### src/source/ex_defs.svh
// Execute stage widths, buffer depths, credit counts, multiplier latency, function codes
`ifndef EX_DEFS_SVH
`define EX_DEFS_SVH

`define EX_XLEN         32
`define EX_TAG_W        4
`define EX_FUNC_W       4
// Completion buffer entries per unit, also the issuer's starting credits
`define EX_BUF_DEPTH    4
`define EX_OUT_CREDITS  2
`define EX_MULT_STAGES  3

////////////////////
// ALU codes
`define FN_ADD   4'd0
`define FN_SUB   4'd1
`define FN_AND   4'd2
`define FN_OR    4'd3
`define FN_XOR   4'd4
`define FN_SLT   4'd5
`define FN_SLTU  4'd6
`define FN_SLL   4'd7
`define FN_SRL   4'd8
`define FN_SRA   4'd9

////////////////////
// Branch codes, shared space with the ALU codes
`define FN_BEQ   4'd10
`define FN_BNE   4'd11
`define FN_BLT   4'd12
`define FN_BGE   4'd13
`define FN_BLTU  4'd14
`define FN_BGEU  4'd15

////////////////////
// Multiplier codes, only seen by the multiplier
`define FN_MUL   4'd0
`define FN_MULH  4'd1
`define FN_MULHU 4'd2

`endif

### src/source/ex_pkg.sv
// Execute stage package with data, tag, function and credit types plus the grant enum

`include "ex_defs.svh"

package ex_pkg;

    ////////////////////
    // Data path vectors

    // One register value
    typedef logic [`EX_XLEN-1:0] xlen_t;

    // Reorder buffer slot
    typedef logic [`EX_TAG_W-1:0] tag_t;

    typedef logic [`EX_FUNC_W-1:0] func_t;

    ////////////////////
    // Flow control

    // Wide enough for the largest starting count, a full completion buffer
    typedef logic [$clog2(`EX_BUF_DEPTH + 1)-1:0] credit_t;

    // Unit that won the last arbitration, also used as buffer index
    typedef enum logic {
        GRANT_ALU  = 1'b0,
        GRANT_MULT = 1'b1
    } grant_t;

endpackage

### src/source/complete_arbiter.sv
// Completion buffers, round-robin result select, downstream credits and issue-credit return
`timescale 1ns/1ps
`include "ex_defs.svh"

module complete_arbiter (
    input  logic           clock,
    input  logic           reset,
    input  logic           alu_done,
    input  ex_pkg::xlen_t  alu_result,
    input  ex_pkg::tag_t   alu_tag,
    input  logic           alu_take,
    input  logic           mult_done,
    input  ex_pkg::xlen_t  mult_result,
    input  ex_pkg::tag_t   mult_tag,
    input  logic           out_credit,
    output logic           out_valid,
    output ex_pkg::xlen_t  out_result,
    output ex_pkg::tag_t   out_tag,
    output logic           out_take,
    output logic           alu_credit,
    output logic           mult_credit
);
    import ex_pkg::*;

    localparam int PTR_W = $clog2(`EX_BUF_DEPTH);

    // Index 0 is the ALU, index 1 the multiplier, matching grant_t
    logic  in_done   [2];
    xlen_t in_result [2];
    tag_t  in_tag    [2];
    logic  in_take   [2];

    xlen_t buf_result [2][`EX_BUF_DEPTH];
    tag_t  buf_tag    [2][`EX_BUF_DEPTH];
    logic  buf_take   [2][`EX_BUF_DEPTH];

    logic [PTR_W-1:0] wr_ptr [2];
    logic [PTR_W-1:0] rd_ptr [2];
    credit_t          count  [2];

    logic    ready [2];
    logic    pop   [2];
    logic    send;
    logic    can_send;
    grant_t  pick;
    grant_t  last_grant;
    credit_t out_credits;

    assign in_done[0]   = alu_done;
    assign in_result[0] = alu_result;
    assign in_tag[0]    = alu_tag;
    assign in_take[0]   = alu_take;
    assign in_done[1]   = mult_done;
    assign in_result[1] = mult_result;
    assign in_tag[1]    = mult_tag;
    assign in_take[1]   = 1'b0;

    ////////////////////
    // Selection
    // A unit is ready with a stored entry or one arriving this cycle
    always_comb begin
        for (int u = 0; u < 2; u++) begin
            ready[u] = count[u] != '0 || in_done[u];
        end
        if (ready[0] && ready[1]) begin
            pick = (last_grant == GRANT_ALU) ? GRANT_MULT : GRANT_ALU;
        end else if (ready[1]) begin
            pick = GRANT_MULT;
        end else begin
            pick = GRANT_ALU;
        end
    end

    // A result on out_valid still holds its credit in the counter
    assign can_send = out_credits > credit_t'(out_valid);
    assign send     = can_send && (ready[0] || ready[1]);
    assign pop[0]   = send && pick == GRANT_ALU;
    assign pop[1]   = send && pick == GRANT_MULT;

    ////////////////////
    // Buffers
    always_ff @(posedge clock) begin
        for (int u = 0; u < 2; u++) begin
            if (in_done[u]) begin
                buf_result[u][wr_ptr[u]] <= in_result[u];
                buf_tag[u][wr_ptr[u]]    <= in_tag[u];
                buf_take[u][wr_ptr[u]]   <= in_take[u];
            end
        end
    end

    // An empty buffer passes its arriving entry straight on, so both pointers move
    always_ff @(posedge clock) begin
        if (reset) begin
            for (int u = 0; u < 2; u++) begin
                wr_ptr[u] <= '0;
                rd_ptr[u] <= '0;
                count[u]  <= '0;
            end
        end else begin
            for (int u = 0; u < 2; u++) begin
                wr_ptr[u] <= wr_ptr[u] + PTR_W'(in_done[u]);
                rd_ptr[u] <= rd_ptr[u] + PTR_W'(pop[u]);
                count[u]  <= count[u] + credit_t'(in_done[u]) - credit_t'(pop[u]);
            end
        end
    end

    ////////////////////
    // Output and credits
    always_ff @(posedge clock) begin
        if (reset) begin
            out_valid   <= 1'b0;
            alu_credit  <= 1'b0;
            mult_credit <= 1'b0;
            last_grant  <= GRANT_MULT;
            out_credits <= credit_t'(`EX_OUT_CREDITS);
        end else begin
            out_valid   <= send;
            alu_credit  <= pop[0];
            mult_credit <= pop[1];
            if (send) begin
                last_grant <= pick;
            end
            out_credits <= out_credits - credit_t'(out_valid) + credit_t'(out_credit);
        end
    end

    always_ff @(posedge clock) begin
        if (send) begin
            if (count[pick] == '0) begin
                out_result <= in_result[pick];
                out_tag    <= in_tag[pick];
                out_take   <= in_take[pick];
            end else begin
                out_result <= buf_result[pick][rd_ptr[pick]];
                out_tag    <= buf_tag[pick][rd_ptr[pick]];
                out_take   <= buf_take[pick][rd_ptr[pick]];
            end
        end
    end

endmodule

### src/source/exec_stage.sv
// Execute stage top level with ALU, multiplier and completion arbiter
`timescale 1ns/1ps
`include "ex_defs.svh"

module exec_stage (
    input  logic           clock,
    input  logic           reset,
    input  logic           alu_issue,
    input  logic           mult_issue,
    input  ex_pkg::func_t  func,
    input  ex_pkg::xlen_t  rs1_value,
    input  ex_pkg::xlen_t  rs2_value,
    input  ex_pkg::xlen_t  imm,
    input  ex_pkg::xlen_t  pc,
    input  logic           opb_is_imm,
    input  ex_pkg::tag_t   tag,
    input  logic           out_credit,
    output logic           out_valid,
    output ex_pkg::xlen_t  out_result,
    output ex_pkg::tag_t   out_tag,
    output logic           out_take,
    output logic           alu_credit,
    output logic           mult_credit
);
    import ex_pkg::*;

    logic  alu_done;
    xlen_t alu_result;
    tag_t  alu_tag;
    logic  alu_take;
    logic  mult_done;
    xlen_t mult_result;
    tag_t  mult_tag;

    ////////////////////
    // Units
    int_alu alu_0 (
        .clock       (clock),
        .reset       (reset),
        .issue       (alu_issue),
        .func        (func),
        .rs1_value   (rs1_value),
        .rs2_value   (rs2_value),
        .imm         (imm),
        .pc          (pc),
        .opb_is_imm  (opb_is_imm),
        .tag         (tag),
        .done        (alu_done),
        .result      (alu_result),
        .result_tag  (alu_tag),
        .take_branch (alu_take)
    );

    // Operand B is always rs2 here
    pipe_mult mult_0 (
        .clock      (clock),
        .reset      (reset),
        .issue      (mult_issue),
        .func       (func),
        .rs1_value  (rs1_value),
        .rs2_value  (rs2_value),
        .tag        (tag),
        .done       (mult_done),
        .result     (mult_result),
        .result_tag (mult_tag)
    );

    ////////////////////
    // Completion
    complete_arbiter arbiter_0 (
        .clock       (clock),
        .reset       (reset),
        .alu_done    (alu_done),
        .alu_result  (alu_result),
        .alu_tag     (alu_tag),
        .alu_take    (alu_take),
        .mult_done   (mult_done),
        .mult_result (mult_result),
        .mult_tag    (mult_tag),
        .out_credit  (out_credit),
        .out_valid   (out_valid),
        .out_result  (out_result),
        .out_tag     (out_tag),
        .out_take    (out_take),
        .alu_credit  (alu_credit),
        .mult_credit (mult_credit)
    );

endmodule

### src/source/int_alu.sv
// Integer ALU with operand select, branch compare and target, and registered result
`timescale 1ns/1ps
`include "ex_defs.svh"

module int_alu (
    input  logic           clock,
    input  logic           reset,
    input  logic           issue,
    input  ex_pkg::func_t  func,
    input  ex_pkg::xlen_t  rs1_value,
    input  ex_pkg::xlen_t  rs2_value,
    input  ex_pkg::xlen_t  imm,
    input  ex_pkg::xlen_t  pc,
    input  logic           opb_is_imm,
    input  ex_pkg::tag_t   tag,
    output logic           done,
    output ex_pkg::xlen_t  result,
    output ex_pkg::tag_t   result_tag,
    output logic           take_branch
);
    import ex_pkg::*;

    xlen_t opb;
    xlen_t alu_value;
    logic  is_branch;
    logic  branch_cond;

    // Immediate arrives already sign-extended
    assign opb = opb_is_imm ? imm : rs2_value;

    ////////////////////
    // Arithmetic and logic
    always_comb begin
        case (func)
            `FN_ADD:  alu_value = rs1_value + opb;
            `FN_SUB:  alu_value = rs1_value - opb;
            `FN_AND:  alu_value = rs1_value & opb;
            `FN_OR:   alu_value = rs1_value | opb;
            `FN_XOR:  alu_value = rs1_value ^ opb;
            `FN_SLT:  alu_value = xlen_t'($signed(rs1_value) < $signed(opb));
            `FN_SLTU: alu_value = xlen_t'(rs1_value < opb);
            `FN_SLL:  alu_value = rs1_value << opb[4:0];
            `FN_SRL:  alu_value = rs1_value >> opb[4:0];
            `FN_SRA:  alu_value = $signed(rs1_value) >>> opb[4:0];
            default:  alu_value = '0;
        endcase
    end

    ////////////////////
    // Branch condition, always on the two registers
    always_comb begin
        is_branch = 1'b1;
        case (func)
            `FN_BEQ:  branch_cond = rs1_value == rs2_value;
            `FN_BNE:  branch_cond = rs1_value != rs2_value;
            `FN_BLT:  branch_cond = $signed(rs1_value) < $signed(rs2_value);
            `FN_BGE:  branch_cond = $signed(rs1_value) >= $signed(rs2_value);
            `FN_BLTU: branch_cond = rs1_value < rs2_value;
            `FN_BGEU: branch_cond = rs1_value >= rs2_value;
            default: begin
                is_branch   = 1'b0;
                branch_cond = 1'b0;
            end
        endcase
    end

    always_ff @(posedge clock) begin
        if (reset) begin
            done <= 1'b0;
        end else begin
            done <= issue;
        end
    end

    // Branches report their target in place of an ALU value
    always_ff @(posedge clock) begin
        if (issue) begin
            result      <= is_branch ? pc + imm : alu_value;
            result_tag  <= tag;
            take_branch <= is_branch && branch_cond;
        end
    end

endmodule

### src/source/pipe_mult.sv
// Three-stage pipelined multiplier with low or high word select and tag pipeline
`timescale 1ns/1ps
`include "ex_defs.svh"

module pipe_mult (
    input  logic           clock,
    input  logic           reset,
    input  logic           issue,
    input  ex_pkg::func_t  func,
    input  ex_pkg::xlen_t  rs1_value,
    input  ex_pkg::xlen_t  rs2_value,
    input  ex_pkg::tag_t   tag,
    output logic           done,
    output ex_pkg::xlen_t  result,
    output ex_pkg::tag_t   result_tag
);
    import ex_pkg::*;

    localparam int STAGES = `EX_MULT_STAGES;

    logic [STAGES-1:0] valid_pipe;
    tag_t              tag_pipe [STAGES];
    // Function code is needed up to the word select in the last stage
    func_t             func_pipe [STAGES-1];

    logic                           op_signed;
    logic signed [`EX_XLEN:0]       ext_a;
    logic signed [`EX_XLEN:0]       ext_b;
    logic signed [`EX_XLEN:0]       op_a;
    logic signed [`EX_XLEN:0]       op_b;
    logic signed [2*`EX_XLEN+1:0]   full_product;
    logic [2*`EX_XLEN-1:0]          product;

    // One extra bit per operand covers MULH and MULHU with one signed multiplier
    assign op_signed = func != `FN_MULHU;
    assign ext_a = {op_signed & rs1_value[`EX_XLEN-1], rs1_value};
    assign ext_b = {op_signed & rs2_value[`EX_XLEN-1], rs2_value};
    assign full_product = op_a * op_b;

    always_ff @(posedge clock) begin
        if (reset) begin
            valid_pipe <= '0;
        end else begin
            valid_pipe <= {valid_pipe[STAGES-2:0], issue};
        end
    end

    ////////////////////
    // Tag and function code ride along
    always_ff @(posedge clock) begin
        tag_pipe[0]  <= tag;
        func_pipe[0] <= func;
        for (int i = 1; i < STAGES; i++) begin
            tag_pipe[i] <= tag_pipe[i-1];
        end
        for (int i = 1; i < STAGES - 1; i++) begin
            func_pipe[i] <= func_pipe[i-1];
        end
    end

    ////////////////////
    // Data stages
    always_ff @(posedge clock) begin
        op_a    <= ext_a;
        op_b    <= ext_b;
        product <= full_product[2*`EX_XLEN-1:0];
        if (func_pipe[STAGES-2] == `FN_MUL) begin
            result <= product[`EX_XLEN-1:0];
        end else begin
            result <= product[2*`EX_XLEN-1:`EX_XLEN];
        end
    end

    assign done       = valid_pipe[STAGES-1];
    assign result_tag = tag_pipe[STAGES-1];

endmodule
### config.mk
export PLATFORM = sky130hd
export DESIGN_NAME = exec_stage
export DESIGN_NICKNAME = d
export VERILOG_FILES = /design/src/source/ex_pkg.sv /design/src/source/complete_arbiter.sv /design/src/source/exec_stage.sv /design/src/source/int_alu.sv /design/src/source/pipe_mult.sv
export VERILOG_INCLUDE_DIRS = /design/src /design/src/source
export SDC_FILE = /design/constraint.sdc
export NUM_CORES = 2
export LEC_CHECK = 0
export BUFFER_PORTS_ARGS = -buffer_cell sky130_fd_sc_hd__buf_4
export CORE_MARGIN = 2
export CORE_UTILIZATION = 48
export DETAILED_ROUTE_END_ITERATION = 6
export GPL_TIMING_DRIVEN = 0
export SYNTH_ARGS = -nofsm -noshare
export SYNTH_HDL_FRONTEND = slang
export SYNTH_SLANG_ARGS = --single-unit
### constraint.sdc
create_clock -name clock -period 14.4 [get_ports clock]
set_input_delay 2.88 -clock clock [delete_from_list [all_inputs] [get_ports clock]]
set_output_delay 2.88 -clock clock [all_outputs]
set_load 0.02 [all_outputs]
==> out/results.txt <==
run status: finished with violations
failing checks: DRC, capacitance limit, slew limit
Die Y: 379.3 um
Post-synth EDFFs: 366
# port buffers: 181
ys flop type: edfxtp_1
DR pass1 iterations: 7
Initial Util: 48.40%
Netlist cell types: 81
hold_sp: mult_0.func_pipe[0][3]
Reg-to-Reg End: mult_0.product[62]
critical path's most frequent cell: fa_1
CP Capture Type: flip-flop
largest family of logic cells by synthesized area: adder cells
Crit path largest cell delay: 1.11 ns
post-synthesis xor/xnor area fraction: 1.580%
largest net degree at the start of global routing: 39
Max-slew headroom: -10.23%
initial drt markers: 6,547
Worst Hold End: mult_0.func_pipe[0][7]
Skew-Pair Late Insertion Delay: 0.66 ns
post-synthesis mux area share: 4.356%
fmax: 0.09438 GHz
antenna violations before repair: 31
DRC Markers: 6
Critical Path Start Type: flip-flop
dpl hpwl: 243,300 um
most frequent cells in the layout: 1,209 x inv_1, 1,131 x fa_1, 815 x nand2_1
Slew Viols, Final: 66
Placeable Area: 0.1397 mm^2
met3 usage: 15.83%
number of setup buffers added after CTS: 0
vias in the first global route: 53,607
Min-Delay Path Depth: 0
worst slew pin tran: 1.654 ns
Syn Area/Cell: 9.990 um^2
Yosys warnings: 0
endpoints failing setup: 0
GR Overflow Total: 0
area share of and/or/nand/nor cells after synthesis: 13.13%
met1 usage: 57.14%
Total GRT Usage: 41.12%
slowest CP cell: dfxtp_1
Vias: 53,623
RSZ-0062 raised after global routing: no
post-synthesis compound-gate area fraction: 9.221%
gr busiest metal: met1
GPL Wtd Cong: 1.131
Worst R2R Setup Slack: 3.80 ns
CTS max path bufs: 3
Final period util: 73.58%
cells after synthesis: 6,768
r2r worst-path depth: 28
final wirelength: 293,500 um
clock tree sinks: 573
post-synthesis net count: 8,425
Max FO, Critical Path: 10
# resized after CTS: 0
post-DR wirelength/cell: 32.73 um
Async SR Flop Fraction: 0%
#FFs+latches synth: 573
commonest non-fill, non-tap cell in the layout: inv_1
hold crit path type: reg -> reg
Clk Tree Root Cell: clkbuf_16
htree depth: 2
layout cells sized above 1: 6.193%
Num CTS Buffers: 55
Crit path arrival time: 11.13 ns
number of max-cap violations: 6
Setup TNS: 0 ns
critical path required time: 14.93 ns
IO Pins: 182
TritonCTS clock tree: done
Routed Antenna Nets: 0
Post-Synth Adder-Cell Area: 40.59%
Die X: 379.3 um
Layout area overhead: 8.614%
cts hold-fix bufs: 0
Final Hold Fails: 0
minimum clock period: 10.60 ns
Reg2Reg Launch Point: mult_0.op_b[15]
post-synthesis sequential area ratio: 22.38%
die area: 0.1439 mm^2
Clock Skew: 0.02503 ns
drt via density: 5.980
row count: 137
first-pass GRT wire length: 408,000 um
WS Path Type: reg -> reg
GRT met2 Usage: 56.74%
mapped cell area: 0.06761 mm^2
fillers: 12,872
layout net count: 8,684
clock transition at the registers of the reported paths: 0.06 ns
==> cell type report <==
| type | count | area, um^2 | area share (%) |
|---|---|---|---|
| antenna | 18 | 45.04 | 0.06134 |
| buffer | 354 | 1349 | 1.837 |
| clock buffer | 85 | 1551 | 2.113 |
| clock inverter | 18 | 202.7 | 0.2760 |
| inverter | 1214 | 4557 | 6.205 |
| multi-input combinational | 4627 | 46630 | 63.49 |
| sequential | 573 | 15130 | 20.61 |
| tap | 1876 | 2347 | 3.196 |
| timing repair buffer | 202 | 1622 | 2.208 |
==> flip-flops by register name, indices dropped and copies added (netlist names), 4 cells and up <==
register,count
mult_0.func_pipe,8
arbiter_0.buf_result,256
mult_0.op_a,33
mult_0.op_b,33
arbiter_0.buf_take,4
arbiter_0.out_result,32
mult_0.tag_pipe,12
mult_0.product,64
arbiter_0.rd_ptr,4
alu_0.result,32
arbiter_0.count,6
arbiter_0.out_tag,4
arbiter_0.wr_ptr,4
arbiter_0.buf_tag,32
mult_0.result,32
alu_0.result_tag,4
==> cell usage after synthesis, types with 9 or more instances <==
| cell | number | area [um^2] |
|---|---|---|
| nor2b_1 | 55 | 344.1 |
| xor2_1 | 38 | 332.8 |
| and2_1 | 569 | 3560 |
| o2111ai_1 | 15 | 131.4 |
| edfxtp_1 | 366 | 10990 |
| and3_1 | 14 | 87.58 |
| dfxtp_1 | 207 | 4144 |
| a221o_1 | 9 | 90.09 |
| o31ai_1 | 14 | 105.1 |
| nor4_1 | 13 | 81.33 |
| a221oi_1 | 23 | 201.4 |
| clkbuf_1 | 321 | 1205 |
| xnor2_1 | 84 | 735.7 |
| o21a_1 | 49 | 367.9 |
| nand2b_1 | 36 | 225.2 |
| a31oi_1 | 63 | 394.1 |
| mux4_2 | 74 | 1667 |
| nor3_1 | 44 | 220.2 |
| mux2_2 | 35 | 394.1 |
| o22ai_1 | 28 | 175.2 |
| a22oi_1 | 21 | 157.7 |
| a211oi_1 | 67 | 503.0 |
| nor2_1 | 208 | 780.8 |
| mux2i_1 | 87 | 870.8 |
| nand4_1 | 15 | 93.84 |
| o221ai_1 | 14 | 122.6 |
| o21ai_1 | 9 | 45.04 |
| o21bai_1 | 23 | 172.7 |
| nand3_1 | 43 | 215.2 |
| nand2_1 | 815 | 3059 |
| inv_1 | 1210 | 4542 |
| fa_1 | 1131 | 22640 |
| o21ai_0 | 199 | 996.0 |
| a21o_1 | 79 | 593.1 |
| ha_1 | 384 | 4805 |
| buf_2 | 10 | 50.05 |
| buf_1 | 22 | 82.58 |
| a21oi_1 | 210 | 1051 |
| o211ai_1 | 40 | 300.3 |
==> per-layer routing <==
layer | up-vias | wire (um)
li1 | 22136 | -
met1 | 27574 | 120900
met2 | 3339 | 117800
met3 | 562 | 38930
met4 | 12 | 15710
met5 | - | 240
==> stage by stage <==
step	instances	cell area [um^2]	setup slack, ns	hold WS [ns]	util, %
after floorplan	6768	67610	6.988	0.3096	-
after global placement	8825	71320	4.272	0.3116	51.05
after detailed placement	8845	71620	4.264	0.3143	51.27
after CTS	8948	73380	4.160	0.3284	52.52
after global routing	8951	73400	3.655	0.3380	52.54
final	8967	73440	3.805	0.3252	52.57
==> worst max path at each step <==
| stage | from | endpoint | slack [ns] | cells after the start |
|---|---|---|---|---|
| final | mult_0.op_b[15] | mult_0.product[62] | 3.80 | 28 |
| after global routing | mult_0.op_b[6] | mult_0.product[62] | 3.65 | 26 |
| after CTS | mult_0.op_b[6] | mult_0.product[62] | 4.16 | 26 |
| after detailed placement | mult_0.op_b[6] | mult_0.product[62] | 4.26 | 26 |
| after global placement | mult_0.op_b[6] | mult_0.product[62] | 4.27 | 26 |
| after floorplan | opb_is_imm | alu_0.result[27] | 6.99 | 18 |
==> logic make-up (layout without fill, tap and decap cells) <==
kind of cell	count (synthesis)	in the layout
flip-flops	573	573
other	0	18
adder cells (fa/ha/maj)	1515	1515
AO/OA/AOI/OAI	952	952
XOR/XNOR	122	122
multiplexers	197	197
buffers and inverters	1568	1873
AND/OR/NAND/NOR	1841	1841
==> critical path: cells and delay by family, from the launching register on <==
family | cells | cell delay, ns
adders and majority gates | 9 | 4.63
xor gates and xnor gates | 1 | 0.12
buffers and inverters | 7 | 1.41
AOI/OAI and AO/OA | 8 | 2.53
and+or+nand+nor | 3 | 0.65
DFF | 1 | 1.11
Power is not shown: default switching activity piles up to over one toggle a cycle in this logic, so the estimate is an artifact.
